**config.mk**
```make
export PLATFORM = sky130hd
export DESIGN_NAME = hazard_check
export DESIGN_NICKNAME = d
export VERILOG_FILES = /design/src/rtl/issue_pkg.sv /design/src/rtl/hazard_check.sv
export VERILOG_INCLUDE_DIRS = /design/src /design/src/rtl
export SDC_FILE = /design/constraint.sdc
export NUM_CORES = 1
export LEC_CHECK = 0
export BUFFER_PORTS_ARGS = -buffer_cell sky130_fd_sc_hd__buf_4
export CAP_MARGIN = 10
export CORE_AREA = 2 2 214 216
export DETAILED_ROUTE_END_ITERATION = 12
export DIE_AREA = 0 0 216 218
export PLACE_DENSITY = 0.37
export RECOVER_POWER = 100
export SLEW_MARGIN = 10
export SYNTH_ARGS = -nofsm -noshare
export SYNTH_HDL_FRONTEND = slang
export SYNTH_SLANG_ARGS = --single-unit
export TNS_END_PERCENT = 30
```
**constraint.sdc**
```tcl
create_clock -name vclk -period 2.7
set_input_delay 0.135 -clock vclk [all_inputs]
set_output_delay 0.135 -clock vclk [all_outputs]
set_load 0.1 [all_outputs]
```
**src/rtl/issue_defines.svh**
```systemverilog
/*
 * widths and counts for the issue and operand-read stage
 */
`ifndef ISSUE_DEFINES_SVH
`define ISSUE_DEFINES_SVH

// data path width
`define XLEN 64

// architectural register addressing
`define REG_ADDR_BITS 5
`define NR_REGS 32

// write ports from the commit stage
`define NR_COMMIT_PORTS 2

// scoreboard tag
`define TRANS_ID_BITS 3

// operator code handed to the units
`define OP_BITS 8

`endif

```
**src/rtl/issue_pkg.sv**
```systemverilog
/*
 * issue stage types: functional unit enum, scoreboard entry,
 * unit payload, commit write port, clobber table and operand request
 */
`include "issue_defines.svh"

package issue_pkg;

    // unit an entry needs, NONE for entries that only retire
    typedef enum logic [2:0] {
        NONE      = 3'd0,
        ALU       = 3'd1,
        CTRL_FLOW = 3'd2,
        MULT      = 3'd3,
        CSR       = 3'd4,
        LOAD      = 3'd5,
        STORE     = 3'd6
    } fu_t;

    typedef struct packed {
        logic [`XLEN-1:0]          pc;
        logic [`TRANS_ID_BITS-1:0] trans_id;
        fu_t                       fu;
        logic [`OP_BITS-1:0]       op;
        logic [`REG_ADDR_BITS-1:0] rs1;
        logic [`REG_ADDR_BITS-1:0] rs2;
        logic [`REG_ADDR_BITS-1:0] rd;
        logic [`XLEN-1:0]          result;    // immediate until the entry executes
        logic                      use_imm;
        logic                      use_zimm;
        logic                      use_pc;
        logic                      ex_valid;
    } sb_entry_t;

    typedef struct packed {
        fu_t                       fu;
        logic [`OP_BITS-1:0]       op;
        logic [`XLEN-1:0]          operand_a;
        logic [`XLEN-1:0]          operand_b;
        logic [`XLEN-1:0]          imm;
        logic [`TRANS_ID_BITS-1:0] trans_id;
    } fu_data_t;

    // which unit will write each register
    typedef fu_t [`NR_REGS-1:0] clobber_table_t;

    typedef struct packed {
        logic [`REG_ADDR_BITS-1:0] waddr;
        logic [`XLEN-1:0]          wdata;
        logic                      we;
    } commit_port_t;

    // the part of an entry the operand mux looks at
    typedef struct packed {
        logic [`REG_ADDR_BITS-1:0] rs1;
        logic [`XLEN-1:0]          pc;
        logic [`XLEN-1:0]          result;
        logic                      use_imm;
        logic                      use_zimm;
        logic                      use_pc;
    } operand_req_t;

endpackage

```
**src/rtl/hazard_check.sv**
```systemverilog
/*
 * input side of the issue stage: clobber lookup, forwarding decision,
 * stall, unit busy and WAW checks, issue acknowledge
 */
`include "issue_defines.svh"

module hazard_check import issue_pkg::*; (
    input  sb_entry_t                           issue_instr_i,
    input  logic                                issue_valid_i,
    input  logic                                rs1_valid_i,
    input  logic                                rs2_valid_i,
    input  clobber_table_t                      rd_clobber_i,
    input  commit_port_t [`NR_COMMIT_PORTS-1:0] commit_i,
    input  logic                                flu_ready_i,
    input  logic                                lsu_ready_i,
    input  logic                                mult_lock_i,
    output logic                                issue_ack_o,
    output logic                                issue_fire_o,
    output logic [`REG_ADDR_BITS-1:0]           rs1_o,
    output logic [`REG_ADDR_BITS-1:0]           rs2_o,
    output logic                                forward_rs1_o,
    output logic                                forward_rs2_o,
    output operand_req_t                        operand_req_o
);

    fu_t  clobber_rs1;
    fu_t  clobber_rs2;
    fu_t  clobber_rd;
    logic stall;
    logic fu_busy;
    logic rd_commit_hit;

    // scoreboard lookup addresses
    assign rs1_o = issue_instr_i.rs1;
    assign rs2_o = issue_instr_i.rs2;

    assign clobber_rs1 = rd_clobber_i[issue_instr_i.rs1];
    assign clobber_rs2 = rd_clobber_i[issue_instr_i.rs2];
    assign clobber_rd  = rd_clobber_i[issue_instr_i.rd];

    // ------------------------------------------------------------------
    // operand availability
    // ------------------------------------------------------------------
    // CSR results only reach the register file, so they never forward
    always_comb begin
        stall         = 1'b0;
        forward_rs1_o = 1'b0;
        forward_rs2_o = 1'b0;
        // zimm sits in the rs1 field and needs no register
        if (!issue_instr_i.use_zimm && (clobber_rs1 != NONE)) begin
            if (rs1_valid_i && (clobber_rs1 != CSR)) begin
                forward_rs1_o = 1'b1;
            end else begin
                stall = 1'b1;
            end
        end
        if (clobber_rs2 != NONE) begin
            if (rs2_valid_i && (clobber_rs2 != CSR)) begin
                forward_rs2_o = 1'b1;
            end else begin
                stall = 1'b1;
            end
        end
    end

    // unit readiness
    always_comb begin
        unique case (issue_instr_i.fu)
            ALU, CTRL_FLOW, MULT, CSR: fu_busy = ~flu_ready_i;
            LOAD, STORE:               fu_busy = ~lsu_ready_i;
            default:                   fu_busy = 1'b0;
        endcase
    end

    // a commit writing rd this cycle clears the WAW hazard
    always_comb begin
        rd_commit_hit = 1'b0;
        for (int unsigned p = 0; p < `NR_COMMIT_PORTS; p++) begin
            if (commit_i[p].we && (commit_i[p].waddr == issue_instr_i.rd)) begin
                rd_commit_hit = 1'b1;
            end
        end
    end

    // ------------------------------------------------------------------
    // acknowledge
    // ------------------------------------------------------------------
    always_comb begin
        issue_ack_o = 1'b0;
        if (issue_valid_i) begin
            if (issue_instr_i.ex_valid && !fu_busy) begin
                issue_ack_o = 1'b1;
            end
            if (issue_instr_i.fu == NONE) begin
                issue_ack_o = 1'b1;
            end
            if (!stall && !fu_busy && ((clobber_rd == NONE) || rd_commit_hit)) begin
                issue_ack_o = 1'b1;
            end
        end
        // the multiplier shares the fixed-latency result bus
        if (mult_lock_i && (issue_instr_i.fu != MULT)) begin
            issue_ack_o = 1'b0;
        end
    end

    assign issue_fire_o = issue_ack_o && !issue_instr_i.ex_valid && (issue_instr_i.fu != NONE);

    assign operand_req_o = '{
        rs1:      issue_instr_i.rs1,
        pc:       issue_instr_i.pc,
        result:   issue_instr_i.result,
        use_imm:  issue_instr_i.use_imm,
        use_zimm: issue_instr_i.use_zimm,
        use_pc:   issue_instr_i.use_pc
    };

    always_comb begin
        ack_valid_a: assert final (!issue_ack_o || issue_valid_i)
            else $error("issue ack raised without a valid entry");
    end

endmodule

```
==> results.json <==
{
  "drc": 0,
  "ant_nets": 0,
  "yosysWarnings": 0,
  "place_ws_ns": -0.07788,
  "setup_violations": 0,
  "crit_path_end_kind": "output pin",
  "rows": 78,
  "drt_iter0_markers": 151,
  "gp_congestion": 0.7753,
  "status": "finished, final reports clean",
  "syn2layout_area_growth_pct": 30.20,
  "drtPass1Iterations": 4,
  "cp_data_arrival_time_ns": 2.45,
  "tightest_slew_ns": 1.311,
  "fin_nets": 809,
  "grt_first_pass_wirelength_um": 25250,
  "vias": 3045,
  "power_density_mw_per_mm2": 180.6,
  "die_w_um": 216,
  "critPathKind": "primary input to output pin",
  "clkbuf_count": 0,
  "drive_above_1_share_pct": 52.48,
  "fmaxAchievable_mhz": 386.3,
  "routedWlPerCell_um": 18.97,
  "track_usage_pct": 7.703,
  "syn_avg_cell_area_um2": 8.083,
  "min_path_type": "primary input to output pin",
  "postLayoutCoreUtil_pct": 9.119,
  "antenna_found_initial": 3,
  "rsz0062_at_grt": "false",
  "die_h_um": 218,
  "critPathMaxStageDelay_ns": 0.57,
  "netlist_instances": 389,
  "avgViaCountPerCell": 3.021,
  "drv_cap": 0,
  "dp_hpwl_um": 17000,
  "slew_violations": 0,
  "critPathRequiredTime_ns": 2.57,
  "fin_crit_ns": 2.589,
  "dieArea_mm2": 0.04709,
  "synth_cell_types": 50,
  "worstPathCellList": "buf_6 -> mux4_2 -> mux4_2 -> a21o_1 -> a21oi_1 -> a311oi_2 -> buf_12 -> nor4_4 -> buf_6",
  "slew_headroom_pct": 12.96,
  "portBuffers": 154,
  "cp_slowest_cell": "mux4_2",
  "cts_setup_buffers": 0,
  "synth_area_mm2": 0.003144,
  "ys_seq_area_share_pct": 0,
  "grt_overflow_total": 0,
  "path_max_fanout": 6,
  "worst_slack_ns": 0.1114,
  "grt_pass1_vias": 3236,
  "leakage_nw": 1.458,
  "seq_cells": 0,
  "hold_violations": 0,
  "wl_um": 19120,
  "io_pins": 553,
  "seq_area_um2": 0,
  "cp-start-kind": "primary input",
  "coreArea_mm2": 0.04489,
  "worst_ir_drop_vdd_v": 0.00008774,
  "syn_nets": 792,
  "start_util_pct": 7.004,
  "grt_max_degree": 22,
  "fin_crit_sh_pct": 95.88
}
-- layout make-up --
class	count	area [um^2]
multi-input combinational	220	1977
timing repair buffer	182	1349
tap	600	750.7
fill	5312	40800
antenna	4	10.01
inverter	2	7.507
-- per-layer routing --
layer,up-vias,routed length [um],global-route usage [%]
met3,74,1449,1.967
met4,0,910,3.219
met1,1450,8219,9.648
met2,195,8538,12.54
met5,-,0,0
li1,1326,-,-
-- cells in the mapped netlist, types with 4 or more instances --
cell / instances / area share [%]
a21oi_1: 6 / 0.96
nand3_1: 8 / 1.3
a22oi_1: 4 / 0.96
xor2_1: 10 / 2.8
buf_2: 10 / 1.6
buf_1: 6 / 0.72
buf_4: 148 / 35
mux4_2: 34 / 24
a211o_1: 5 / 1.4
nand2_1: 13 / 1.6
o21ai_0: 9 / 1.4
mux2i_1: 10 / 3.2
nor3_1: 25 / 4.0
nor4b_1: 11 / 3.1
nor4_1: 9 / 1.8
nor2_1: 34 / 4.1
-- critical path, delay by kind of cell --
kind / cells / cell delay [ns]
buf+inv: 3 / 0.54
mux: 2 / 1.08
simple gates: 1 / 0.26
compound gates: 3 / 0.42
-- cells by family (layout without fill, tap and decap cells) --
family | after synthesis | after routing | synth area share [%]
other | 0 | 4 | 0
multiplexers | 46 | 46 | 28.25
buffers and inverters | 169 | 184 | 38.24
AO/OA/AOI/OAI | 46 | 46 | 10.35
AND/OR/NAND/NOR | 115 | 115 | 19.50
adder cells (fa/ha/maj) | 1 | 1 | 0.3184
XOR/XNOR | 12 | 12 | 3.343
-- final timing paths --
check                         start           endpoint  slack [ns]  depth (start not counted)
setup / recovery  issue_instr_i[79]       issue_fire_o        0.11                          9
hold / removal    issue_instr_i[11]  operand_req_o[10]        0.27                          0
-- metrics by stage --
stage	cell area (um^2)	total power, mW	hold slack (ns)	instances	setup TNS [ns]
5_1_grt	4084	0.7940	0.2701	1004	0
3_5_place_dp	4116	0.7567	0.2707	1004	-0.07788
2_1_floorplan	3157	1.294	0.3848	389	-0.1664
4_1_cts	4124	0.7607	0.2707	1004	0
3_3_place_gp	4116	0.7577	0.2707	1004	-0.04449
6_report	4094	0.7393	0.2700	1008	0
-- cells in the final DEF, fill, tap and decap left out, types with 2 or more instances in the layout --
cell type,n
nor2b_1,2
nor4b_1,11
mux2i_1,8
a22oi_1,4
nor3b_1,2
nand3b_1,2
a31oi_1,3
buf_4,160
nand3_1,8
inv_1,2
nor4_1,9
diode_2,4
a211o_1,5
xor2_1,10
o21ai_0,8
nor3_1,25
a31o_2,2
a21oi_1,6
buf_12,3
o21ai_1,2
clkbuf_1,16
buf_6,2
xnor2_1,2
nand2_1,13
nor2_1,34
mux2_2,2
mux4_2,34
-- repair_timing --
item / CTS / global route
hold buffers: 0 / 0
endpoints found under the setup margin: 1 / 2
resized for setup: 2 / 6
-- power breakdown --
group	switching [mW]	internal, mW	total [mW]
clock network	0	0.000000199	0.000000200
registers	0	0	0
logic	0.414	0.325	0.739
Power figures use the tool's default switching activity.
