--- src/rtl/issue_defines.svh ---
/*
 * widths and counts for the issue and operand-read stage
 */
`ifndef ISSUE_DEFINES_SVH
`define ISSUE_DEFINES_SVH

// data path width
`define XLEN 64

// architectural register addressing
`define REG_ADDR_BITS 5
`define NR_REGS 32

// write ports from the commit stage
`define NR_COMMIT_PORTS 2

// scoreboard tag
`define TRANS_ID_BITS 3

// operator code handed to the units
`define OP_BITS 8

`endif

--- src/rtl/issue_pkg.sv ---
/*
 * issue stage types: functional unit enum, scoreboard entry,
 * unit payload, commit write port, clobber table and operand request
 */
`include "issue_defines.svh"

package issue_pkg;

    // unit an entry needs, NONE for entries that only retire
    typedef enum logic [2:0] {
        NONE      = 3'd0,
        ALU       = 3'd1,
        CTRL_FLOW = 3'd2,
        MULT      = 3'd3,
        CSR       = 3'd4,
        LOAD      = 3'd5,
        STORE     = 3'd6
    } fu_t;

    typedef struct packed {
        logic [`XLEN-1:0]          pc;
        logic [`TRANS_ID_BITS-1:0] trans_id;
        fu_t                       fu;
        logic [`OP_BITS-1:0]       op;
        logic [`REG_ADDR_BITS-1:0] rs1;
        logic [`REG_ADDR_BITS-1:0] rs2;
        logic [`REG_ADDR_BITS-1:0] rd;
        logic [`XLEN-1:0]          result;    // immediate until the entry executes
        logic                      use_imm;
        logic                      use_zimm;
        logic                      use_pc;
        logic                      ex_valid;
    } sb_entry_t;

    typedef struct packed {
        fu_t                       fu;
        logic [`OP_BITS-1:0]       op;
        logic [`XLEN-1:0]          operand_a;
        logic [`XLEN-1:0]          operand_b;
        logic [`XLEN-1:0]          imm;
        logic [`TRANS_ID_BITS-1:0] trans_id;
    } fu_data_t;

    // which unit will write each register
    typedef fu_t [`NR_REGS-1:0] clobber_table_t;

    typedef struct packed {
        logic [`REG_ADDR_BITS-1:0] waddr;
        logic [`XLEN-1:0]          wdata;
        logic                      we;
    } commit_port_t;

    // the part of an entry the operand mux looks at
    typedef struct packed {
        logic [`REG_ADDR_BITS-1:0] rs1;
        logic [`XLEN-1:0]          pc;
        logic [`XLEN-1:0]          result;
        logic                      use_imm;
        logic                      use_zimm;
        logic                      use_pc;
    } operand_req_t;

endpackage

--- src/rtl/fu_dispatch.sv ---
/*
 * output register of the issue stage: unit payload, per-unit valids,
 * branch pc, flush and the multiply lock
 */
`include "issue_defines.svh"

module fu_dispatch import issue_pkg::*; (
    input  logic              clk_i,
    input  logic              rst_ni,
    input  logic              flush_i,
    input  logic              issue_fire_i,
    input  fu_t               fu_i,
    input  logic [`XLEN-1:0]  pc_i,
    input  fu_data_t          fu_data_i,
    output fu_data_t          fu_data_o,
    output logic              alu_valid_o,
    output logic              branch_valid_o,
    output logic              lsu_valid_o,
    output logic              mult_valid_o,
    output logic              csr_valid_o,
    output logic [`XLEN-1:0]  pc_o,
    output logic              mult_lock_o
);

    // bit positions in the valid vector
    localparam int unsigned V_ALU    = 0;
    localparam int unsigned V_BRANCH = 1;
    localparam int unsigned V_LSU    = 2;
    localparam int unsigned V_MULT   = 3;
    localparam int unsigned V_CSR    = 4;

    logic [4:0]       valid_d;
    logic [4:0]       valid_q;
    fu_data_t         fu_data_q;
    logic [`XLEN-1:0] pc_q;

    // ------------------------------------------------------------------
    // unit decode
    // ------------------------------------------------------------------
    // a flush drops whatever fires in the same cycle
    always_comb begin
        valid_d = '0;
        if (issue_fire_i && !flush_i) begin
            unique case (fu_i)
                ALU:         valid_d[V_ALU]    = 1'b1;
                CTRL_FLOW:   valid_d[V_BRANCH] = 1'b1;
                LOAD, STORE: valid_d[V_LSU]    = 1'b1;
                MULT:        valid_d[V_MULT]   = 1'b1;
                CSR:         valid_d[V_CSR]    = 1'b1;
                default:     valid_d           = '0;
            endcase
        end
    end

    always_ff @(posedge clk_i or negedge rst_ni) begin
        if (!rst_ni) begin
            valid_q   <= '0;
            fu_data_q <= '0;
        end else begin
            valid_q   <= valid_d;
            fu_data_q <= fu_data_i;
        end
    end

    // branch pc only moves when a branch goes out
    always_ff @(posedge clk_i) begin
        if (issue_fire_i && (fu_i == CTRL_FLOW)) begin
            pc_q <= pc_i;
        end
    end

    assign fu_data_o      = fu_data_q;
    assign alu_valid_o    = valid_q[V_ALU];
    assign branch_valid_o = valid_q[V_BRANCH];
    assign lsu_valid_o    = valid_q[V_LSU];
    assign mult_valid_o   = valid_q[V_MULT];
    assign csr_valid_o    = valid_q[V_CSR];
    assign mult_lock_o    = valid_q[V_MULT];
    assign pc_o           = pc_q;

    valid_onehot_a: assert property (
        @(posedge clk_i) disable iff (!rst_ni) $onehot0(valid_q)
    ) else $error("more than one unit valid at once");

endmodule

--- config.mk ---
export PLATFORM = sky130hd
export DESIGN_NAME = fu_dispatch
export DESIGN_NICKNAME = d
export VERILOG_FILES = /design/src/rtl/issue_pkg.sv /design/src/rtl/fu_dispatch.sv
export VERILOG_INCLUDE_DIRS = /design/src /design/src/rtl
export SDC_FILE = /design/constraint.sdc
export NUM_CORES = 1
export LEC_CHECK = 0
export ABC_AREA = 1
export BUFFER_PORTS_ARGS = -buffer_cell sky130_fd_sc_hd__buf_2
export CORE_AREA = 2 2 216 218
export CTS_CLUSTER_SIZE = 30
export DETAILED_ROUTE_END_ITERATION = 16
export DIE_AREA = 0 0 218 220
export GPL_ROUTABILITY_DRIVEN = 0
export SETUP_SLACK_MARGIN = 0.5
export SLEW_MARGIN = 20
export SYNTH_ARGS = -nofsm -noshare
export SYNTH_HDL_FRONTEND = slang
export SYNTH_SLANG_ARGS = --single-unit
--- constraint.sdc ---
create_clock -name clk_i -period 0.8 [get_ports clk_i]
set_input_delay 0.08 -clock clk_i [delete_from_list [all_inputs] [get_ports clk_i]]
set_output_delay 0.08 -clock clk_i [all_outputs]
set_load 0.02 [all_outputs]
==> results of run 1 <==
-- synthesized netlist by cell type (all sizes together) --
master    n
buf       1
nand3     2
edfxtp   64
nand2     6
nor2      6
dfrtp   211
inv       4
-- power by group through the flow --
stage	clock network, W	logic, W	registers [W]
CTS	0.0133	0.00438	0.0153
finish	0.0130	0.00450	0.0154
global placement	0	0.00280	0.0154
floorplan	0	0.0000795	0.0163
detailed placement	0	0.00283	0.0155
global route	0.0140	0.00476	0.0154
-- flip-flops by register name, summed over array words and instances, names as in the netlist --
| register | flops |
|---|---|
| valid_q | 5 |
| fu_data_o | 206 |
| pc_o | 64 |
-- timing repair --
item,4_1_cts,5_1_grt
pin swaps,2,2
setup buffers,13,3
gates cloned,3,0
hold endpoints to repair,486,306
setup endpoints to repair,340,362
hold buffers,202,2
resized for setup,484,99
-- metrics by stage --
stage,instances,area [µm²]
CTS,1764,16000
detailed placement,1494,11300
global route,1769,16400
finish,1770,16400
global placement,1494,11300
floorplan,294,7390
-- final cells by class --
type	instances	area (µm²)
multi-input cells	14	105
well taps	607	759
repair buffers	817	7310
clock buffers	42	826
clock inverters	10	98.8
inverters	4	68.8
diodes	1	2.50
flip-flops and latches	275	7200
fillers	4201	29500
-- path summary, 6_finish.rpt --
path                       cells after the start                  endpoint                from  slack (ps)
setup / recovery                               1                  pc_o[35]  pc_o[35]$_DFFE_PP_        -430
hold / removal                                 1  fu_data_o[176]$_DFF_PN0_              rst_ni        -640
max in group asynchronous                      3  fu_data_o[123]$_DFF_PN0_              rst_ni         880
min in group clk_i                             1    fu_data_o[9]$_DFF_PN0_        fu_data_i[9]        -310
-- per-layer routing --
metal | global-route usage, % | wire length [µm] | up-vias
met1 | 11.8 | 9980 | 2838
li1 | - | - | 2673
met2 | 20.8 | 15200 | 397
met3 | 4.43 | 3150 | 58
met5 | 0 | 41 | -
met4 | 4.40 | 1020 | 6
-- cells in the final DEF (no fill, tap or decap) --
| cell | Yosys | layout |
|---|---|---|
| dfrtp_2 | 0 | 1 |
| nand3_4 | 0 | 1 |
| edfxtp_1 | 64 | 64 |
| clkbuf_8 | 0 | 3 |
| clkinv_2 | 0 | 7 |
| nand2_2 | 2 | 2 |
| buf_6 | 0 | 289 |
| buf_8 | 0 | 1 |
| dfrtp_1 | 211 | 210 |
| buf_4 | 1 | 21 |
| buf_2 | 0 | 285 |
| buf_12 | 0 | 14 |
| inv_12 | 0 | 3 |
| nor2_2 | 1 | 1 |
| nand3_1 | 2 | 1 |
| dlymetal6s4s_1 | 0 | 22 |
| nor2_4 | 0 | 1 |
| bufinv_16 | 0 | 2 |
| clkbuf_16 | 0 | 30 |
| dlygate4sd3_1 | 0 | 182 |
| inv_16 | 0 | 1 |
| clkbuf_1 | 0 | 9 |
| clkinv_1 | 0 | 1 |
| buf_16 | 0 | 3 |
| nor2_1 | 5 | 4 |
| diode_2 | 0 | 1 |
| nand2_4 | 0 | 3 |
| nand2_1 | 4 | 1 |
-- kinds of logic after synthesis --
logic type | count (synthesis) | share of synthesized area, %
buf+inv | 5 | 0.309
simple gates | 14 | 0.859
flops | 275 | 98.8
==> summary.txt, run 1 <==
Worst-Margin Slew: 300 ps
Setup TNS: -94870 ps
Drt initial violations: 181
Final ANT Viol Nets: 0
Post-synth top area cell: dfrtp_1
Reg power frac: 46.8%
Unrepaired setup endpoints after global routing: yes
Die Y: 220 µm
Post-synth net total: 571
Pwr dens: 2000 nW/µm²
Synth Cell Area: 7290 µm²
Syn. warnings: 0
Switching Share: 22.9%
Area growth, synth to finish: 125%
Tot Pwr: 0.0328 W
Max cap viols: 0
Slew Viols, Final: 0
Post-place setup slack: -318 ps
Status: complete, but fails checks
Clock slew at reported path FFs: 60 ps
Placement row count: 79
Buf/Inv on CP: 1
Synth top area cells: dfrtp_1 (72%), edfxtp_1 (26%), nor2_1 (0.26%), nand2_1 (0.21%), nand2_2 (0.17%)
WP data arrival: 1150 ps
Core Area: 45900 µm²
Clk pwr share: 39.5%
Total congestion overflow: 0
Die footprint: 48000 µm²
Fmax: 811 MHz
Crit path capture type: output pin
Crit start category: flop
Total GRT Usage: 11.4%
Failing checks: negative hold slack, negative setup slack
Crit Path Class: reg -> out
Wire length per cell: 16.6 µm
Worst hold path class: in -> async
Seq cells post-synth: 275
Syn avg cell area: 24.8 µm²
Final worst slack: -433 ps
TritonRoute pass-1 iters: 4
Final core occ: 35.7%
Internal power: 0.0253 W
Initial core utilization: 15.9%
CTS sink cnt: 275
Layout cell share with drive strength beyond 1: 57.5%
Final min period: 1230 ps
Cells after Synth: 294
Worst path top cell family by delay: flip-flops
Setup violators final: 276
Crit-path slowest cell: edfxtp_1
CP Cell Sequence: buf_6
CTS tree: done
First-pass GRT wire length: 40.6 mm
Final WL: 29.3 mm
Die Wd: 218 µm
Synth unique cells: 10
Worst-path fanout max: 1
Yosys top cell area share: 72.5%
Final #Nets: 1417
Switching pwr: 0.00751 W
Worst endpoint required time: 720 ps
Total number of vias: 5972
Tightest hold margin: -635 ps
Port buffer count: 552
Slew headroom: 80.0%
Number of global-route vias before repair: 6831
Comb pwr share: 13.7%
Initial antenna violation count: 5
Clock root cell: clkbuf_16
Via density: 3.37
Crit share post-route: 154%
Seq/Total Area, Yosys: 98.8%
Post-DP HPWL: 20.3 mm
Largest net degree at the start of global routing: 57
Remaining DRCs: 0
Final Hold Vio Count: 304
CP peak stage delay: 440 ps
Clk buf depth: 3
I/O pin cnt: 553
Maximum vdd ir drop: 1780 µV
H-tree depth: 1
Total CTS buffers: 28
LEAKAGE: 7.77 nW
(Power assumes the default switching activity.)
==> run 2: changes to the inputs <==
--- a/config.mk
+++ b/config.mk
@@ -13,8 +13,9 @@
 export DETAILED_ROUTE_END_ITERATION = 16
 export DIE_AREA = 0 0 218 220
 export GPL_ROUTABILITY_DRIVEN = 0
+export RECOVER_POWER = 25
 export SETUP_SLACK_MARGIN = 0.5
-export SLEW_MARGIN = 20
+export SLEW_MARGIN = 10
 export SYNTH_ARGS = -nofsm -noshare
 export SYNTH_HDL_FRONTEND = slang
 export SYNTH_SLANG_ARGS = --single-unit
==> run 2 against run 1 <==
  * The flow still finishes with violations (negative hold slack, negative setup slack)
  * First-iteration DRC count increased by 7.7%
  * Global-route usage unchanged
  * Sequential power about the same
  * Total power about the same
  * Via count increased by 0.23%
  * Final cell count unchanged
  * Clock power about the same
  * Fmax about the same
  * Flip-flop and latch count unchanged
  * Non-clock buffer count unchanged
  * Highest routed layer unchanged
==> summary.txt, run 2 (same netlist as run 1, synthesis figures left out) <==
Status: complete, but fails checks
Failing checks: negative hold slack, negative setup slack
Final core occ: 35.6% (-0.095 points)
Max cap viols: 0 (unchanged)
Most frequent cells in the layout: buf_6 (289), buf_2 (281), dfrtp_1 (210), dlygate4sd3_1 (182), edfxtp_1 (64)
Total congestion overflow: 0 (unchanged)
Pwr dens: 2010 nW/µm² (+0.17%)
Worst-path fanout max: 1 (unchanged)
WP data arrival: 1150 ps (about the same)
Crit Path Class: reg -> out
Worst path top cell family by delay: flip-flops
Final min period: 1230 ps (+0.296 ps)
Wire length per cell: 16.6 µm (about the same)
Final ANT Viol Nets: 0 (unchanged)
Crit share post-route: 154% (about the same)
Final Hold Vio Count: 100 (-67%)
Worst endpoint required time: 720 ps (about the same)
CTS tree: done
Post-place setup slack: -318 ps (unchanged)
Largest net degree at the start of global routing: 57 (unchanged)
TritonRoute pass-1 iters: 4 (unchanged)
CP Cell Sequence: buf_6
Post-DP HPWL: 20.3 mm (unchanged)
Final #Nets: 1417 (unchanged)
Unrepaired setup endpoints after global routing: yes
Initial core utilization: 15.9% (unchanged)
Worst hold path class: in -> reg
Crit path capture type: output pin
Slew Viols, Final: 0 (unchanged)
LEAKAGE: 7.74 nW (-0.34%)
Port buffer count: 552 (unchanged)
CP peak stage delay: 440 ps (about the same)
Clk buf depth: 3 (unchanged)
Max reg flops: 206 (unchanged)
First-pass GRT wire length: 40.6 mm (unchanged)
Area growth, synth to finish: 124%
Layout cell share with drive strength beyond 1: 57.1% (-0.43 points)
Die footprint: 48000 µm² (unchanged)
Initial antenna violation count: 5 (unchanged)
Tightest hold margin: -296 ps (+339 ps)
Final worst slack: -433 ps (-0.296 ps)
Via density: 3.38 (+0.23%)
Total CTS buffers: 28 (unchanged)
Clock slew at reported path FFs: 60 ps (about the same)
Placement row count: 79 (unchanged)
Core Area: 45900 µm² (unchanged)
Total GRT Usage: 11.4% (unchanged)
Die Wd: 218 µm (unchanged)
Total number of vias: 5986 (+0.23%)
Maximum vdd ir drop: 1790 µV (+0.24%)
Crit start category: flop
Buf/Inv on CP: 1 (unchanged)
Drt initial violations: 195 (+7.7%)
Remaining DRCs: 0 (unchanged)
Fmax: 811 MHz (about the same)
Slew headroom: 23.2% (-57 points)
Tot Pwr: 0.0328 W (about the same)
Most common cell after layout, fill and taps aside: buf_6
Number of global-route vias before repair: 6831 (unchanged)
H-tree depth: 1 (unchanged)
Crit-path slowest cell: edfxtp_1
Setup TNS: -102280 ps (-7420 ps)
CTS sink cnt: 275 (unchanged)
Clock root cell: clkbuf_16
I/O pin cnt: 553 (unchanged)
Die Y: 220 µm (unchanged)
Final WL: 29.4 mm (about the same)
Worst-Margin Slew: 1150 ps (+852 ps)
Setup violators final: 342 (+24%)
-- run 2: cell count changes in the layout (fill, tap and decap cells not counted), sizes merged --
| cell | previous run | this run |
|---|---|---|
| clkbuf | 42 | 56 |
| buf | 613 | 599 |
-- run 2: area by class of cell --
class / count / area (µm²)
fill: 4210 / 29500
timing repair buffer: 817 / 7270
sequential: 275 / 7200
clock buffer: 42 / 826
tap: 607 / 759
multi-input combinational: 14 / 105
clock inverter: 10 / 98.8
inverter: 4 / 68.8
antenna: 1 / 2.50
-- run 2: final timing paths --
| kind | from | end | cells after the start |
|---|---|---|---|
| min in group asynchronous | rst_ni | fu_data_o[176]$_DFF_PN0_ | 1 |
| worst min-delay path | pc_i[14] | pc_o[14]$_DFFE_PP_ | 1 |
| max in group asynchronous | rst_ni | fu_data_o[123]$_DFF_PN0_ | 3 |
| worst max-delay path | pc_o[35]$_DFFE_PP_ | pc_o[35] | 1 |
-- run 2: what timing repair did --
item	4_1_cts	5_1_grt
endpoints found under the hold margin	486	306
endpoints found under the setup margin	340	362
resized for setup	484	99
gates cloned	3	0
pin swaps	2	2
setup buffers	13	3
hold buffers	202	2
-- run 2: where the power goes --
| group | total [W] | leakage (nW) | switching, W | internal (W) |
|---|---|---|---|---|
| clock | 0.0130 | 0.459 | 0.00521 | 0.00774 |
| combinational | 0.00447 | 4.23 | 0.00194 | 0.00253 |
| sequential | 0.0154 | 3.05 | 0.000350 | 0.0150 |
-- run 2: per-stage QoR --
step	hold slack (ps)	area (µm²)	std cells
after CTS	-673	16000	1764
final	-296	16300	1770
after global placement	-72.3	11300	1494
after floorplan	-216	7390	294
after global routing	-333	16300	1769
after detailed placement	-74.3	11300	1494
-- run 2: routing by layer --
layer,GRT usage (%),wire length [µm],vias to the layer above
met2,20.8,15200,395
li1,-,-,2677
met1,11.8,10000,2850
met5,0,41,-
met3,4.43,3120,58
met4,4.40,1020,6
==> run 3: changes to the inputs <==
--- a/config.mk
+++ b/config.mk
@@ -13,6 +13,7 @@
 export DETAILED_ROUTE_END_ITERATION = 16
 export DIE_AREA = 0 0 218 220
 export GPL_ROUTABILITY_DRIVEN = 0
+export PLACE_DENSITY = 0.45
 export RECOVER_POWER = 25
 export SETUP_SLACK_MARGIN = 0.5
 export SLEW_MARGIN = 10
==> run 3 against run 2 <==
  * The flow still finishes with violations (negative hold slack, negative setup slack)
  * Total power grew 2.0%
  * Flip-flop and latch count is the same
  * First-iteration DRC count shrank 23%
  * Largest power group unchanged
  * Hold slack lost 220 ps
  * Count of clock-buffer cells in the layout grew 3
==> summary.txt, run 3 (same netlist as run 1, synthesis figures left out) <==
Status: complete, but fails checks
Failing checks: negative hold slack, negative setup slack
Area taken by multi-input logic gates: 114 µm² (+8.3%)
Worst hold path class: in -> async
Crit-path slowest cell: edfxtp_1
Area growth, synth to finish: 123%
Total number of vias: 5923 (-1.1%)
Worst-path fanout max: 1 (unchanged)
Largest net degree at the start of global routing: 36 (-37%)
Maximum vdd ir drop: 2180 µV (+22%)
First-pass GRT wire length: 40.6 mm (-0.12%)
Final core occ: 35.5% (-0.14 points)
Post-place setup slack: -334 ps (-16.6 ps)
Most frequent cells in the layout: buf_2 (283), buf_6 (269), dfrtp_1 (210), dlygate4sd3_1 (197), edfxtp_1 (64)
Clock root cell: clkbuf_16
Die Y: 220 µm (unchanged)
Crit path capture type: output pin
Layout cell share with drive strength beyond 1: 56.6% (-0.45 points)
I/O pin cnt: 553 (unchanged)
Crit share post-route: 156% (+2.2 points)
Fmax: 800 MHz (-1.4%)
Final WL: 29.3 mm (about the same)
Placement row count: 79 (unchanged)
Pwr dens: 2060 nW/µm² (+2.4%)
Clk buf depth: 3 (unchanged)
Unrepaired setup endpoints after global routing: yes
Tot Pwr: 0.0335 W (+2.0%)
Setup TNS: -97690 ps (+4590 ps)
Die Wd: 218 µm (unchanged)
Max cap viols: 0 (unchanged)
Die footprint: 48000 µm² (unchanged)
Slew headroom: 54.8% (+32 points)
Initial antenna violation count: 3 (-2)
Crit start category: flop
H-tree depth: 1 (unchanged)
Tightest hold margin: -516 ps (-219 ps)
Total GRT Usage: 11.5% (+0.052 points)
WP data arrival: 1170 ps (+20 ps)
Clock slew at reported path FFs: 70 ps (about the same)
Final Hold Vio Count: 108 (+8.0%)
Worst-Margin Slew: 678 ps (-474 ps)
Wire length per cell: 16.7 µm (+0.63%)
Most common cell after layout, fill and taps aside: buf_2
Core Area: 45900 µm² (unchanged)
CTS sink cnt: 275 (unchanged)
LEAKAGE: 7.55 nW (-2.5%)
Via density: 3.37 (-0.38%)
Worst path top cell family by delay: flip-flops
# fillers: 4253 (+1.0%)
CP Cell Sequence: buf_6
CP peak stage delay: 450 ps (about the same)
Port buffer count: 552 (unchanged)
Setup violators final: 276 (-19%)
Final #Nets: 1404 (-0.92%)
Initial core utilization: 15.9% (unchanged)
TritonRoute pass-1 iters: 4 (unchanged)
Total congestion overflow: 0 (unchanged)
Worst endpoint required time: 720 ps (about the same)
Drt initial violations: 151 (-23%)
Critical Path Source: pc_o[28]$_DFFE_PP_
Register area: 7200 µm² (unchanged)
Final worst slack: -451 ps (-17.4 ps)
Final ANT Viol Nets: 0 (unchanged)
Crit Path Class: reg -> out
Total CTS buffers: 29 (+3.6%)
Slew Viols, Final: 0 (unchanged)
Remaining DRCs: 0 (unchanged)
Number of global-route vias before repair: 6781 (-0.73%)
CTS tree: done
Post-DP HPWL: 20.2 mm (-0.56%)
Max reg flops: 206 (unchanged)
Buf/Inv on CP: 1 (unchanged)
Final min period: 1250 ps (+17.4 ps)
==> run 3: metrics by stage <==
step                      instance area [µm²]  cells
after global routing                    16300   1758
after detailed placement                11200   1480
after floorplan                          7390    294
after CTS                               16100   1756
after global placement                  11200   1480
final                                   16300   1758
==> run 3: cell type report <==
| cell class | instances | share of cell area [%] |
|---|---|---|
| Tap cell | 607 | 4.67 |
| Timing Repair Buffer | 803 | 44.0 |
| Clock buffer | 45 | 5.17 |
| Inverter | 4 | 0.423 |
| Antenna cell | 1 | 0.0154 |
| Multi-Input combinational cell | 14 | 0.700 |
| Clock inverter | 9 | 0.784 |
| Sequential cell | 275 | 44.3 |
==> run 3: power breakdown <==
part           internal [W]  leakage, nW  total (W)  switching, W
registers            0.0150         3.05     0.0154      0.000335
clock network       0.00818        0.472     0.0137       0.00548
logic               0.00251         4.03    0.00445       0.00194
==> run 3: final timing paths <==
| kind | end | slack (ps) | cells past startpoint |
|---|---|---|---|
| max | pc_o[28] | -450 | 1 |
| min | fu_data_o[154]$_DFF_PN0_ | -520 | 1 |
| max in group asynchronous | fu_data_o[140]$_DFF_PN0_ | 140 | 3 |
| min in group clk_i | pc_o[59]$_DFFE_PP_ | -300 | 1 |
==> run 3: what timing repair did <==
item,in CTS,in global routing
cloned,8,0
pin swaps,1,2
buffers inserted,12,1
gates resized for setup,492,68
setup endpoints to repair,340,557
hold buffers,202,1
endpoints found under the hold margin,486,290
==> run 3: routing by layer <==
| layer | wire length (µm) | vias up | track usage, % |
|---|---|---|---|
| met1 | 10100 | 2824 | 11.9 |
| met3 | 2950 | 56 | 3.88 |
| met4 | 1020 | 0 | 4.78 |
| met2 | 15300 | 401 | 21.0 |
| met5 | 0 | - | 0 |
| li1 | - | 2642 | - |
