### src/rtl/issue_defines.svh
/*
 * widths and counts for the issue and operand-read stage
 */
`ifndef ISSUE_DEFINES_SVH
`define ISSUE_DEFINES_SVH

// data path width
`define XLEN 64

// architectural register addressing
`define REG_ADDR_BITS 5
`define NR_REGS 32

// write ports from the commit stage
`define NR_COMMIT_PORTS 2

// scoreboard tag
`define TRANS_ID_BITS 3

// operator code handed to the units
`define OP_BITS 8

`endif

### src/rtl/issue_pkg.sv
/*
 * issue stage types: functional unit enum, scoreboard entry,
 * unit payload, commit write port, clobber table and operand request
 */
`include "issue_defines.svh"

package issue_pkg;

    // unit an entry needs, NONE for entries that only retire
    typedef enum logic [2:0] {
        NONE      = 3'd0,
        ALU       = 3'd1,
        CTRL_FLOW = 3'd2,
        MULT      = 3'd3,
        CSR       = 3'd4,
        LOAD      = 3'd5,
        STORE     = 3'd6
    } fu_t;

    typedef struct packed {
        logic [`XLEN-1:0]          pc;
        logic [`TRANS_ID_BITS-1:0] trans_id;
        fu_t                       fu;
        logic [`OP_BITS-1:0]       op;
        logic [`REG_ADDR_BITS-1:0] rs1;
        logic [`REG_ADDR_BITS-1:0] rs2;
        logic [`REG_ADDR_BITS-1:0] rd;
        logic [`XLEN-1:0]          result;    // immediate until the entry executes
        logic                      use_imm;
        logic                      use_zimm;
        logic                      use_pc;
        logic                      ex_valid;
    } sb_entry_t;

    typedef struct packed {
        fu_t                       fu;
        logic [`OP_BITS-1:0]       op;
        logic [`XLEN-1:0]          operand_a;
        logic [`XLEN-1:0]          operand_b;
        logic [`XLEN-1:0]          imm;
        logic [`TRANS_ID_BITS-1:0] trans_id;
    } fu_data_t;

    // which unit will write each register
    typedef fu_t [`NR_REGS-1:0] clobber_table_t;

    typedef struct packed {
        logic [`REG_ADDR_BITS-1:0] waddr;
        logic [`XLEN-1:0]          wdata;
        logic                      we;
    } commit_port_t;

    // the part of an entry the operand mux looks at
    typedef struct packed {
        logic [`REG_ADDR_BITS-1:0] rs1;
        logic [`XLEN-1:0]          pc;
        logic [`XLEN-1:0]          result;
        logic                      use_imm;
        logic                      use_zimm;
        logic                      use_pc;
    } operand_req_t;

endpackage

### src/rtl/operand_select.sv
/*
 * operand mux: register file, forwarded value, pc, zimm or immediate
 * assembled into the unit payload
 */
`include "issue_defines.svh"

module operand_select import issue_pkg::*; (
    input  operand_req_t               operand_req_i,
    input  logic                       forward_rs1_i,
    input  logic                       forward_rs2_i,
    input  logic [`XLEN-1:0]           rs1_i,
    input  logic [`XLEN-1:0]           rs2_i,
    input  logic [1:0][`XLEN-1:0]      rdata_i,
    input  fu_t                        fu_i,
    input  logic [`OP_BITS-1:0]        op_i,
    input  logic [`TRANS_ID_BITS-1:0]  trans_id_i,
    output fu_data_t                   fu_data_o
);

    logic [`XLEN-1:0] operand_a;
    logic [`XLEN-1:0] operand_b;

    // ------------------------------------------------------------------
    // operand a
    // ------------------------------------------------------------------
    always_comb begin
        operand_a = forward_rs1_i ? rs1_i : rdata_i[0];
        if (operand_req_i.use_pc) begin
            operand_a = operand_req_i.pc;
        end
        // zimm wins over pc, zero extended from the rs1 field
        if (operand_req_i.use_zimm) begin
            operand_a = {{(`XLEN-`REG_ADDR_BITS){1'b0}}, operand_req_i.rs1};
        end
    end

    // ------------------------------------------------------------------
    // operand b
    // ------------------------------------------------------------------
    // stores keep rs2 as data and branches compare rs2, both take the
    // immediate through imm instead
    always_comb begin
        operand_b = forward_rs2_i ? rs2_i : rdata_i[1];
        if (operand_req_i.use_imm && (fu_i != STORE) && (fu_i != CTRL_FLOW)) begin
            operand_b = operand_req_i.result;
        end
    end

    assign fu_data_o = '{
        fu:        fu_i,
        op:        op_i,
        operand_a: operand_a,
        operand_b: operand_b,
        imm:       operand_req_i.result,
        trans_id:  trans_id_i
    };

endmodule

### config.mk
export PLATFORM = sky130hd
export DESIGN_NAME = operand_select
export DESIGN_NICKNAME = d
export VERILOG_FILES = /design/src/rtl/issue_pkg.sv /design/src/rtl/operand_select.sv
export VERILOG_INCLUDE_DIRS = /design/src /design/src/rtl
export SDC_FILE = /design/constraint.sdc
export NUM_CORES = 1
export LEC_CHECK = 0
export BUFFER_PORTS_ARGS = -buffer_cell sky130_fd_sc_hd__buf_4
export CORE_AREA = 5 5 237 239
export DETAILED_ROUTE_END_ITERATION = 10
export DIE_AREA = 0 0 242 244
export PLACE_DENSITY = 0.42
export REMOVE_ABC_BUFFERS = 1
export SLEW_MARGIN = 10
export SYNTH_ARGS = -nofsm -noshare
export SYNTH_HDL_FRONTEND = slang
export SYNTH_SLANG_ARGS = --single-unit
### constraint.sdc
create_clock -name vclk -period 1.2
set_input_delay 0.18 -clock vclk [all_inputs]
set_output_delay 0.18 -clock vclk [all_outputs]
set_load 0.03 [all_outputs]
==> results.md, run 1 <==
- The flow ran to the end, but the final reports show violations.
- The final reports fail on setup timing.
- In the synthesized netlist, the number of instances is 504.
- The analysis attributes to net switching a power of 2.63 mW.
- Counting I/O delays and the setup requirement, the final critical path takes 1.49 ns.
- Using the TritonRoute via totals, the vias-per-cell ratio works out to 3.37.
- The worst setup path is of the input pin to output port kind.
- Summed over all cells, the static leakage comes to 5.45 nW.
- The category of the worst setup path capture point is an output port.
- The worst max-slew margin expressed relative to the limit is 76.7%.
- The number of global-route vias before repair was 6029.
- The data arrival time of the critical path is 1.31 ns.
- In the routed design, unresolved DRC markers number 0.
- The worst slack at placement is -0.607 ns.
- Summed over all nets, the half-perimeter wirelength after detailed placement is 39400 um.
- Combinational cells account for 100.0% of the total power.
- Once placement finished, the instance area stood at 9380 sq um.
- The critical path startpoint category is an input pin.
- The global route total overflow is 0.
- The initial utilization of the core area, before any placement, comes to 8.28%.
- The total area of sequential cells is 0 sq um.
- Net switching is 47.8% of the power.
- Max-cap violations in this run came to 0.
- The data required time at the worst endpoint is 1.02 ns.
- The core footprint is 53600 sq um.
- The global-route wire length before repair is 56700 um.
- The number of failing setup endpoints in the final timing report is 109.
- The average size of a mapped cell is 8.81 sq um.
- Hold timing on the final database bottoms out at a slack of 0.360 ns.
- The DRC marker count from the first detailed-route iteration is 348.
- The internal power summed over all cells is 2.87 mW.
- The overall track demand over capacity in global routing is 13.7%.
- The final count of hold timing violations is 0.
- The die covers 59000 sq um.
- After the last flow step, the layout net total stands at 1456.
- Of all nets on the critical path, the largest fanout is 16.
- The die boundary width is 242 um.
- The maximum achievable frequency is 0.673 GHz.
- The synthesized design spends more area on one cell type than any other, namely sky130_fd_sc_hd__mux2_4.
- The fraction of layout cells with a size suffix above 1 is 81.1%.
- Input and output buffers added on the ports amount to 590.
- The clock buffers instantiated in the layout total 0.
- The total via count in the routed design is 5873.
- The sequential element share of the synthesized area is 0%.
- Measured along the y axis, the die boundary spans 244 um.
- Among all cell types in the netlist, the one instantiated most often is sky130_fd_sc_hd__mux2_4.
- Summed over all failing endpoints, the final setup total negative slack is -19.97 ns.
- The clock network is responsible for 0% of the overall power.
- The remaining antenna violation count is 0.
- Yosys attributes the largest share of cell area to sky130_fd_sc_hd__mux2_4, sky130_fd_sc_hd__mux2i_1, sky130_fd_sc_hd__buf_4, sky130_fd_sc_hd__nor2b_1, sky130_fd_sc_hd__o21ai_0.
- The flip-flop and latch count is 0.
- For this design the ratio of total power to cell area is 516 nW/um^2.
- Sequential cells burn 0% of the power.
- At the pin with the least slew margin, the transition time is 0.349 ns.
- After synthesis the cells add up to 4440 sq um.
- The layout overhead on the synthesized area is 140%.
- The worst vdd rail ir drop is 0.000202 V.
- The synthesized design devotes to its leading area cell type 40.6% of total area.
- 614 I/O pins were placed.
- Yosys printed 0 warnings.
- The initial antenna violation count was 6.
- The maximum number of pins on one net before global-route repair is 26.
- The worst hold-check path type is input pin to output port.
- The routability congestion estimate from global placement is 0.981.
- After clock tree synthesis, the flow added hold-fix buffers numbering 0.
- Setup repair after global routing could not meet its margin everywhere.
- The summed area of non-filler cells in the final layout is 10600 sq um.
- The iteration count of the initial detailed-routing pass is 4.
- The final routed wirelength across all metal layers is 44600 um.
- In the synthesized netlist, the cells that appear most often are sky130_fd_sc_hd__mux2_4, sky130_fd_sc_hd__buf_4, sky130_fd_sc_hd__mux2i_1, sky130_fd_sc_hd__nand2_1, sky130_fd_sc_hd__o21ai_0.
- The number of placement rows is 85.
- Yosys mapped the design onto 13 distinct sky130hd cell types.
- In the finished design, the share of the clock period the worst path needs comes to 124%.
- In the final routed layout, each cell accounts on average for 25.6 um.
- The count of final max-slew check failures was 0.
- In the post-route analysis, the smallest setup slack over all paths is -0.287 ns.
- The worst hold path was traced through 0 stages.
-- power by group through the flow --
stage / sequential, mW / combinational (mW) / clock, mW
finish: 0 / 5.49 / 0.000000117
global route: 0 / 5.69 / 0
CTS: 0 / 5.36 / 0
detailed placement: 0 / 4.84 / 0
global placement: 0 / 4.85 / 0
floorplan: 0 / 1.86 / 0
-- metal layers --
layer	track usage (%)	part of all wire, %	vias up
li1	-	-	2765
met1	22.1	52	2871
met2	20.2	44	217
met3	1.45	4.0	16
met4	0.101	0.34	4
met5	2.53	0.51	-
-- cells by family after synthesis --
| family | synth area share (%) |
|---|---|
| mux | 58.3 |
| buf+inv | 20.4 |
| simple gates | 13.7 |
| compound gates | 7.58 |
-- worst paths after layout --
check,start,end,slack (ns)
worst max-delay path,fu_i[0],fu_data_o[116],-0.29
worst min-delay path,op_i[0],fu_data_o[195],0.36
-- what timing repair did --
item,in CTS,in global routing
pin swaps,8,21
buffers inserted,14,5
gates resized for setup,206,106
hold endpoints to repair,0,0
setup endpoints to repair,128,128
cloned,11,1
-- through the flow --
step	utilization (%)	total power [mW]	std cells
after floorplan	-	1.86	386
after global placement	17.5	4.85	1724
after detailed placement	17.5	4.84	1724
after CTS	19.3	5.36	1747
after global routing	19.8	5.69	1742
final	19.9	5.49	1743
-- worst max-delay path: stages --
cell	delay (ns)
sky130_fd_sc_hd__buf_8	0.10
sky130_fd_sc_hd__o21ai_4	0.15
sky130_fd_sc_hd__buf_12	0.21
sky130_fd_sc_hd__buf_12	0.17
sky130_fd_sc_hd__mux2_4	0.34
sky130_fd_sc_hd__buf_6	0.15
-- area by class of cell --
type / count / area (sq um)
tap: 696 / 871
timing repair buffer: 660 / 5900
antenna: 1 / 2.50
inverter: 1 / 3.75
fill: 6032 / 43000
multi-input combinational: 385 / 3870
-- placed cells by master (no fill, tap or decap) --
| cell | count |
|---|---|
| sky130_fd_sc_hd__nor2b_1 | 21 |
| sky130_fd_sc_hd__o21ai_2 | 2 |
| sky130_fd_sc_hd__bufbuf_16 | 1 |
| sky130_fd_sc_hd__buf_8 | 6 |
| sky130_fd_sc_hd__o21ai_1 | 62 |
| sky130_fd_sc_hd__o21ai_4 | 1 |
| sky130_fd_sc_hd__mux2i_2 | 4 |
| sky130_fd_sc_hd__clkbuf_16 | 1 |
| sky130_fd_sc_hd__mux2i_1 | 51 |
| sky130_fd_sc_hd__nand2_1 | 64 |
| sky130_fd_sc_hd__diode_2 | 1 |
| sky130_fd_sc_hd__nor2b_2 | 26 |
| sky130_fd_sc_hd__mux2_2 | 2 |
| sky130_fd_sc_hd__buf_6 | 90 |
| sky130_fd_sc_hd__nor2b_4 | 12 |
| sky130_fd_sc_hd__buf_12 | 19 |
| sky130_fd_sc_hd__buf_16 | 14 |
| sky130_fd_sc_hd__mux2_4 | 131 |
| sky130_fd_sc_hd__mux2i_4 | 9 |
| sky130_fd_sc_hd__buf_4 | 529 |
| sky130_fd_sc_hd__inv_2 | 1 |
No activity file was read; power rests on OpenSTA's default activity.
==> run 2, diff against run 1 <==
--- a/config.mk
+++ b/config.mk
@@ -10,7 +10,7 @@
 export CORE_AREA = 5 5 237 239
 export DETAILED_ROUTE_END_ITERATION = 10
 export DIE_AREA = 0 0 242 244
-export PLACE_DENSITY = 0.42
+export PLACE_DENSITY = 0.33
 export REMOVE_ABC_BUFFERS = 1
 export SLEW_MARGIN = 10
 export SYNTH_ARGS = -nofsm -noshare
==> run 2 against run 1 <==
Against the previous run: the flow still finishes with violations (setup timing); critical path depth up 1; wire length is 16% lower; hold slack about the same; via count decreased by 0.73%; cell count rose by 1.3%; global-route usage down 2.4 points.
==> results.md, run 2 (same netlist as run 1, synthesis figures left out) <==
- The summed area of non-filler cells in the final layout is 10800 sq um (was 10600 sq um).
- The final-stage net count is 1474 (was 1456).
- The reported leakage power is 5.54 nW (was 5.45 nW).
- The stage delay of the slowest cell on the critical path is 0.30 ns (was 0.34 ns).
- The number of clock buffer instances in the layout is 0 (unchanged).
- The global route total overflow is 0 (unchanged).
- The final period demand of the worst path was 1.50 ns (was 1.49 ns).
- The overall track demand over capacity in global routing came to 11.3% (was 13.7%).
- The number of global-route vias before repair is 5921 (was 6029).
- Cells along the critical path: buf_8 -> o21ai_4 -> buf_12 -> buf_12 -> buf_6 -> mux2_4 -> buf_6 (was buf_8 -> o21ai_4 -> buf_12 -> buf_12 -> mux2_4 -> buf_6).
- The floorplan die area came to 59000 sq um (unchanged).
- Failing checks: setup timing (unchanged).
- The total via count in the routed design is 5830 (was 5873).
- The data arrival time of the critical path was 1.32 ns (was 1.31 ns).
- The worst hold-check path type was input pin to output port (unchanged).
- The height of the chip is 244 um (unchanged).
- The final routed wirelength across all metal layers is 37500 um (was 44600 um).
- The number of placement rows is 85 (unchanged).
- The total area of sequential cells is 0 sq um (unchanged).
- The maximum achievable frequency is 0.667 GHz (was 0.673 GHz).
- Commonest non-fill, non-tap cells in the layout: sky130_fd_sc_hd__buf_4, sky130_fd_sc_hd__mux2_4, sky130_fd_sc_hd__buf_6, sky130_fd_sc_hd__nand2_1 (was sky130_fd_sc_hd__buf_4, sky130_fd_sc_hd__mux2_4, sky130_fd_sc_hd__buf_6, sky130_fd_sc_hd__nand2_1, sky130_fd_sc_hd__o21ai_1).
- The top fanout value on the critical path is 7 (was 16).
- The kind of critical path was input pin to output port (unchanged).
- RSZ-0062 raised after global routing: true (unchanged).
- The effective utilization at floorplan was 8.28% (unchanged).
- The worst vdd rail ir drop came to 0.000228 V (was 0.000202 V).
- The fraction of met1 tracks used by global routing was 12.9% (was 22.1%).
- The via density per instance is 3.30 (was 3.37).
- The flip-flop and latch count was 0 (unchanged).
- The average wire per standard cell is 21.2 um (was 25.6 um).
- The routability congestion estimate from global placement is 0.796 (was 0.981).
- The worst max-slew margin expressed relative to the limit is 83.2% (was 76.7%).
- The DRC marker count from the first detailed-route iteration is 183 (was 348).
- Result of the run: finished, violations left (unchanged).
- The cell area reported after detailed placement is 9400 sq um (was 9380 sq um).
- The count of final max-slew check failures is 0 (unchanged).
- The most common cell after layout, fill and taps aside was sky130_fd_sc_hd__buf_4 (unchanged).
- The number of stages on the worst setup path came to 7 (was 6).
- The total of max-cap violations is 0 (unchanged).
- The maximum number of pins on one net before global-route repair is 36 (was 26).
- The remaining antenna violation count is 0 (unchanged).
- The fraction of layout cells with a size suffix above 1 came to 80.3% (was 81.1%).
- The iteration count of the initial detailed-routing pass came to 4 (unchanged).
- The critical path startpoint category is an input pin (unchanged).
- The layout overhead on the synthesized area came to 142% (was 140%).
- The global-route wire length before repair is 48500 um (was 56700 um).
- The post-detailed-placement half-perimeter wirelength is 32000 um (was 39400 um).
- The number of failing setup endpoints in the final timing report is 125 (was 109).
- The final total power is 5.23 mW (was 5.49 mW).
- The initial antenna violation count was 20 (was 6).
- The number of buffers added on ports is 590 (unchanged).
- The worst setup path endpoint is fu_data_o[120] (was fu_data_o[116]).
- The ratio of final minimum period to clock period is 125% (was 124%).
- The number of DRC violations after detailed routing is 0 (unchanged).
- The most used routing layer is met2 (was met1).
- The fraction of met3 tracks used by global routing is 5.72% (was 1.45%).
- The number of buffer and inverter stages on the critical path is 5 (was 4).
- The transition at the pin with the smallest max-transition slack was 0.245 ns (was 0.349 ns).
- The data required time at the worst endpoint is 1.02 ns (about the same).
- The core footprint is 53600 sq um (unchanged).
- The slowest cell on the critical path was sky130_fd_sc_hd__mux2_4 (unchanged).
- The aggregate negative setup slack is -21.56 ns (was -19.97 ns).
- The family with the most delay on the worst path is buffers and inverters (unchanged).
- The first element of the critical path is fu_i[0] (unchanged).
- The die boundary width is 242 um (unchanged).
- The power density relative to cell area was 486 nW/um^2 (was 516 nW/um^2).
- The number of I/O pins was 614 (unchanged).
- The category of the worst setup path capture point was an output port (unchanged).
- The met2 capacity usage during global routing is 19.9% (was 20.2%).
- The least setup slack across all paths after layout came to -0.299 ns (was -0.287 ns).
- The final count of hold timing violations is 0 (unchanged).
-- run 2: changes by cell type in the layout (fill, tap and decap cells not counted), moves of 4 or more --
cell	delta
sky130_fd_sc_hd__buf_4	+23
sky130_fd_sc_hd__buf_6	-12
sky130_fd_sc_hd__diode_2	+5
sky130_fd_sc_hd__mux2_2	+4
sky130_fd_sc_hd__mux2_4	-4
sky130_fd_sc_hd__mux2i_1	+6
sky130_fd_sc_hd__mux2i_4	-6
sky130_fd_sc_hd__nor2b_1	+12
sky130_fd_sc_hd__nor2b_2	-10
sky130_fd_sc_hd__o21ai_1	-5
-- run 2: per-layer routing --
layer / routed length, um / share of wire (%)
met5: 193 / 0.51
met4: 293 / 0.78
met3: 3940 / 11
met2: 18800 / 50
met1: 14200 / 38
-- run 2: worst min path at each step --
| stage | startpoint | endpoint | cells past startpoint |
|---|---|---|---|
| floorplan | trans_id_i[0] | fu_data_o[0] | 0 |
| global placement | fu_i[2] | fu_data_o[205] | 0 |
| detailed placement | fu_i[2] | fu_data_o[205] | 0 |
| CTS | fu_i[2] | fu_data_o[205] | 0 |
| global route | fu_i[2] | fu_data_o[205] | 0 |
| finish | op_i[1] | fu_data_o[196] | 0 |
-- run 2: through the flow --
stage	setup WS [ns]	hold slack [ns]	utilization [%]	cells
6_report	-0.299	0.360	20.1	1766
5_1_grt	-0.348	0.360	20.0	1760
4_1_cts	-0.328	0.360	19.3	1750
3_5_place_dp	-0.356	0.360	17.5	1725
3_3_place_gp	-0.353	0.360	17.5	1725
2_1_floorplan	-1.35	0.360	-	386
-- run 2: cell type report --
cell class                      count  area [sq um]
Antenna cell                        6          15.0
Fill cell                        6061         42800
Inverter                            1          6.26
Multi-Input combinational cell    385          3770
Tap cell                          696           871
Timing Repair Buffer              678          6090
-- run 2: power by group --
part	switching (mW)	leakage [nW]	internal, mW	total (mW)
sequential	0	0	0	0
combinational	2.37	5.54	2.86	5.23
clock	0	0.0000380	0.000000678	0.000000678
total	2.37	5.54	2.86	5.23
-- run 2: repair_timing --
action,in CTS,in global routing
pin swaps,16,21
setup endpoints to repair,128,128
cloned,13,5
setup buffers,14,7
resized for setup,194,70
hold buffers,0,0
==> run 3, diff against run 2 <==
--- a/config.mk
+++ b/config.mk
@@ -10,6 +10,7 @@
 export CORE_AREA = 5 5 237 239
 export DETAILED_ROUTE_END_ITERATION = 10
 export DIE_AREA = 0 0 242 244
+export MAX_ROUTING_LAYER = met4
 export PLACE_DENSITY = 0.33
 export REMOVE_ABC_BUFFERS = 1
 export SLEW_MARGIN = 10
==> run 3 against run 2 <==
Against the previous run: the flow still finishes with violations (setup timing); global-route usage is 0.32 points higher; combinational power hardly changed; maximum frequency fell by 0.16%; first-iteration DRC count fell by 11%; largest power group unchanged; hold slack about the same; via count shrank 1.1%; critical endpoint unchanged; flip-flop and latch count unchanged; largest cell class unchanged; utilization decreased by 0.051 points; critical path depth is the same.
==> results.md, run 3 (same netlist as run 1, synthesis figures left out) <==
- The iteration count of the initial detailed-routing pass is 4 (unchanged).
- The total area of sequential cells is 0 sq um (unchanged).
- The maximum number of pins on one net before global-route repair is 36 (unchanged).
- The final routed wirelength across all metal layers is 37400 um (was 37500 um).
- The number of placement rows came to 85 (unchanged).
- The number of I/O pins is 614 (unchanged).
- The worst slack at placement is -0.356 ns (unchanged).
- The power density relative to cell area came to 485 nW/um^2 (was 486 nW/um^2).
- The top fanout value on the critical path came to 7 (unchanged).
- The core footprint came to 53600 sq um (unchanged).
- The share of total power in combinational logic is 100.0% (about the same).
- The worst hold-check path type is input pin to output port (unchanged).
- The most used routing layer is met2 (unchanged).
- The flip-flop and latch count is 0 (unchanged).
- The reported leakage power is 5.50 nW (was 5.54 nW).
- The fraction of layout cells with a size suffix above 1 came to 80.0% (was 80.3%).
- The final count of hold timing violations is 0 (unchanged).
- Failing checks: setup timing (unchanged).
- The height of the chip came to 244 um (unchanged).
- The remaining antenna violation count was 0 (unchanged).
- Commonest non-fill, non-tap cells in the layout: sky130_fd_sc_hd__buf_4, sky130_fd_sc_hd__mux2_4, sky130_fd_sc_hd__buf_6, sky130_fd_sc_hd__nand2_1, sky130_fd_sc_hd__o21ai_1 (was sky130_fd_sc_hd__buf_4, sky130_fd_sc_hd__mux2_4, sky130_fd_sc_hd__buf_6, sky130_fd_sc_hd__nand2_1).
- The total of max-cap violations is 0 (unchanged).
- The final hold slack is 0.360 ns (about the same).
- The die boundary width is 242 um (unchanged).
- The global-route wire length before repair is 48300 um (was 48500 um).
- The internal power summed over all cells was 2.84 mW (was 2.86 mW).
- The slowest cell on the critical path is sky130_fd_sc_hd__mux2_4 (unchanged).
- The net switching power figure is 2.36 mW (was 2.37 mW).
- The number of DRC violations after detailed routing is 0 (unchanged).
- The fraction of met1 tracks used by global routing is 13.1% (was 12.9%).
- The ratio of final minimum period to clock period is 125% (about the same).
- The category of the worst setup path capture point is an output port (unchanged).
- The global route total overflow is 0 (unchanged).
- The number of hold buffers added after CTS is 0 (unchanged).
- The aggregate negative setup slack is -21.65 ns (was -21.56 ns).
- The instance count along the most critical hold path is 0 (unchanged).
- The DRC marker count from the first detailed-route iteration came to 163 (was 183).
- The least setup slack across all paths after layout is -0.302 ns (was -0.299 ns).
- The most common cell after layout, fill and taps aside was sky130_fd_sc_hd__buf_4 (unchanged).
- The critical path startpoint category was an input pin (unchanged).
- The initial antenna violation count is 20 (unchanged).
- The count of final max-slew check failures is 0 (unchanged).
- The data required time at the worst endpoint is 1.02 ns (about the same).
- The clock network power share is 0% (about the same).
- The sequential cell fraction of total power is 0% (about the same).
- The number of clock buffer instances in the layout is 0 (unchanged).
- The number of failing setup endpoints in the final timing report came to 123 (was 125).
- The fraction of met3 tracks used by global routing is 5.35% (was 5.72%).
- The routability congestion estimate from global placement is 0.807 (was 0.796).
- The kind of critical path is input pin to output port (unchanged).
- The total via count in the routed design is 5768 (was 5830).
- The number of standard cells in the layout, taps in and fillers out is 1776 (was 1766).
- The worst max-slew margin expressed relative to the limit is 83.1% (was 83.2%).
- The floorplan die area is 59000 sq um (unchanged).
- Result of the run: finished, violations left (unchanged).
- The average wire per standard cell came to 21.0 um (was 21.2 um).
- The data arrival time of the critical path is 1.32 ns (about the same).
- The number of global-route vias before repair is 5948 (was 5921).
- The post-detailed-placement half-perimeter wirelength is 32000 um (unchanged).
- The overall track demand over capacity in global routing is 11.6% (was 11.3%).
- The placed cell count was 1725 (unchanged).
- The switching share of total power is 45.3% (about the same).
- The stage delay of the slowest cell on the critical path is 0.30 ns (about the same).
- The met2 capacity usage during global routing is 20.0% (was 19.9%).
- The layout overhead on the synthesized area is 142% (about the same).
- The final period demand of the worst path was 1.50 ns (about the same).
- The number of filler instances in the final layout is 6041 (was 6061).
- The transition at the pin with the smallest max-transition slack is 0.253 ns (was 0.245 ns).
- The via density per instance came to 3.25 (was 3.30).
- The maximum achievable frequency is 0.666 GHz (was 0.667 GHz).
- RSZ-0062 raised after global routing: true (unchanged).
- The effective utilization at floorplan was 8.28% (unchanged).
- The number of buffers added on ports was 590 (unchanged).
- Cells along the critical path: buf_8 -> o21ai_4 -> buf_12 -> buf_12 -> buf_6 -> mux2_4 -> buf_6 (unchanged).
- The final-stage net count is 1470 (was 1474).
- The worst vdd rail ir drop is 0.000230 V (was 0.000228 V).
run 3: cell count changes in the layout (fill, tap and decap cells not counted):
cell	change
sky130_fd_sc_hd__buf_6	-2
sky130_fd_sc_hd__o21ai_1	+3
sky130_fd_sc_hd__o21ai_2	-2
sky130_fd_sc_hd__nor2b_4	-2
sky130_fd_sc_hd__mux2i_2	+1
sky130_fd_sc_hd__buf_4	-2
sky130_fd_sc_hd__o21ai_4	-1
sky130_fd_sc_hd__nor2b_2	+2
sky130_fd_sc_hd__mux2i_1	-1
sky130_fd_sc_hd__diode_2	+14
run 3: metrics by stage:
step	cell area, sq um	utilization [%]	power (mW)
after global routing	10700	20.0	5.46
after global placement	9400	17.5	4.60
after detailed placement	9400	17.5	4.60
after CTS	10300	19.3	5.10
final	10700	20.0	5.20
after floorplan	3540	-	1.86
run 3: power groups by stage:
stage / combinational [mW] / sequential (mW) / clock (mW)
after floorplan: 1.86 / 0 / 0
after global placement: 4.60 / 0 / 0
after detailed placement: 4.60 / 0 / 0
after CTS: 5.10 / 0 / 0
after global routing: 5.46 / 0 / 0.00000213
final: 5.20 / 0 / 0.00000225
run 3: final timing paths:
check             slack (ns)    start             end
setup / recovery       -0.30  fu_i[0]  fu_data_o[120]
hold / removal          0.36  op_i[1]  fu_data_o[196]
run 3: area by class of cell:
cell class | instances | area [sq um] | area share [%]
multi-input cells | 385 | 3750 | 34.9
inverters | 1 | 6.26 | 0.0583
repair buffers | 674 | 6050 | 56.4
well taps | 696 | 871 | 8.12
diodes | 20 | 50.0 | 0.467
run 3: critical path, delay by kind of cell:
family / cells / cell delay [ns]
buf+inv: 5 / 0.65
mux: 1 / 0.30
compound gates: 1 / 0.18
run 3: metal layers:
layer,up-vias,routed length (um)
li1,2828,-
met1,2681,15100
met2,249,18800
met3,10,3250
met4,0,277
met5,-,0
run 3: timing repair:
| item | CTS | global route |
|---|---|---|
| resized for setup | 194 | 64 |
| setup buffers | 14 | 4 |
| gates cloned | 13 | 4 |
| setup endpoints to repair | 128 | 128 |
| pin swaps | 16 | 20 |
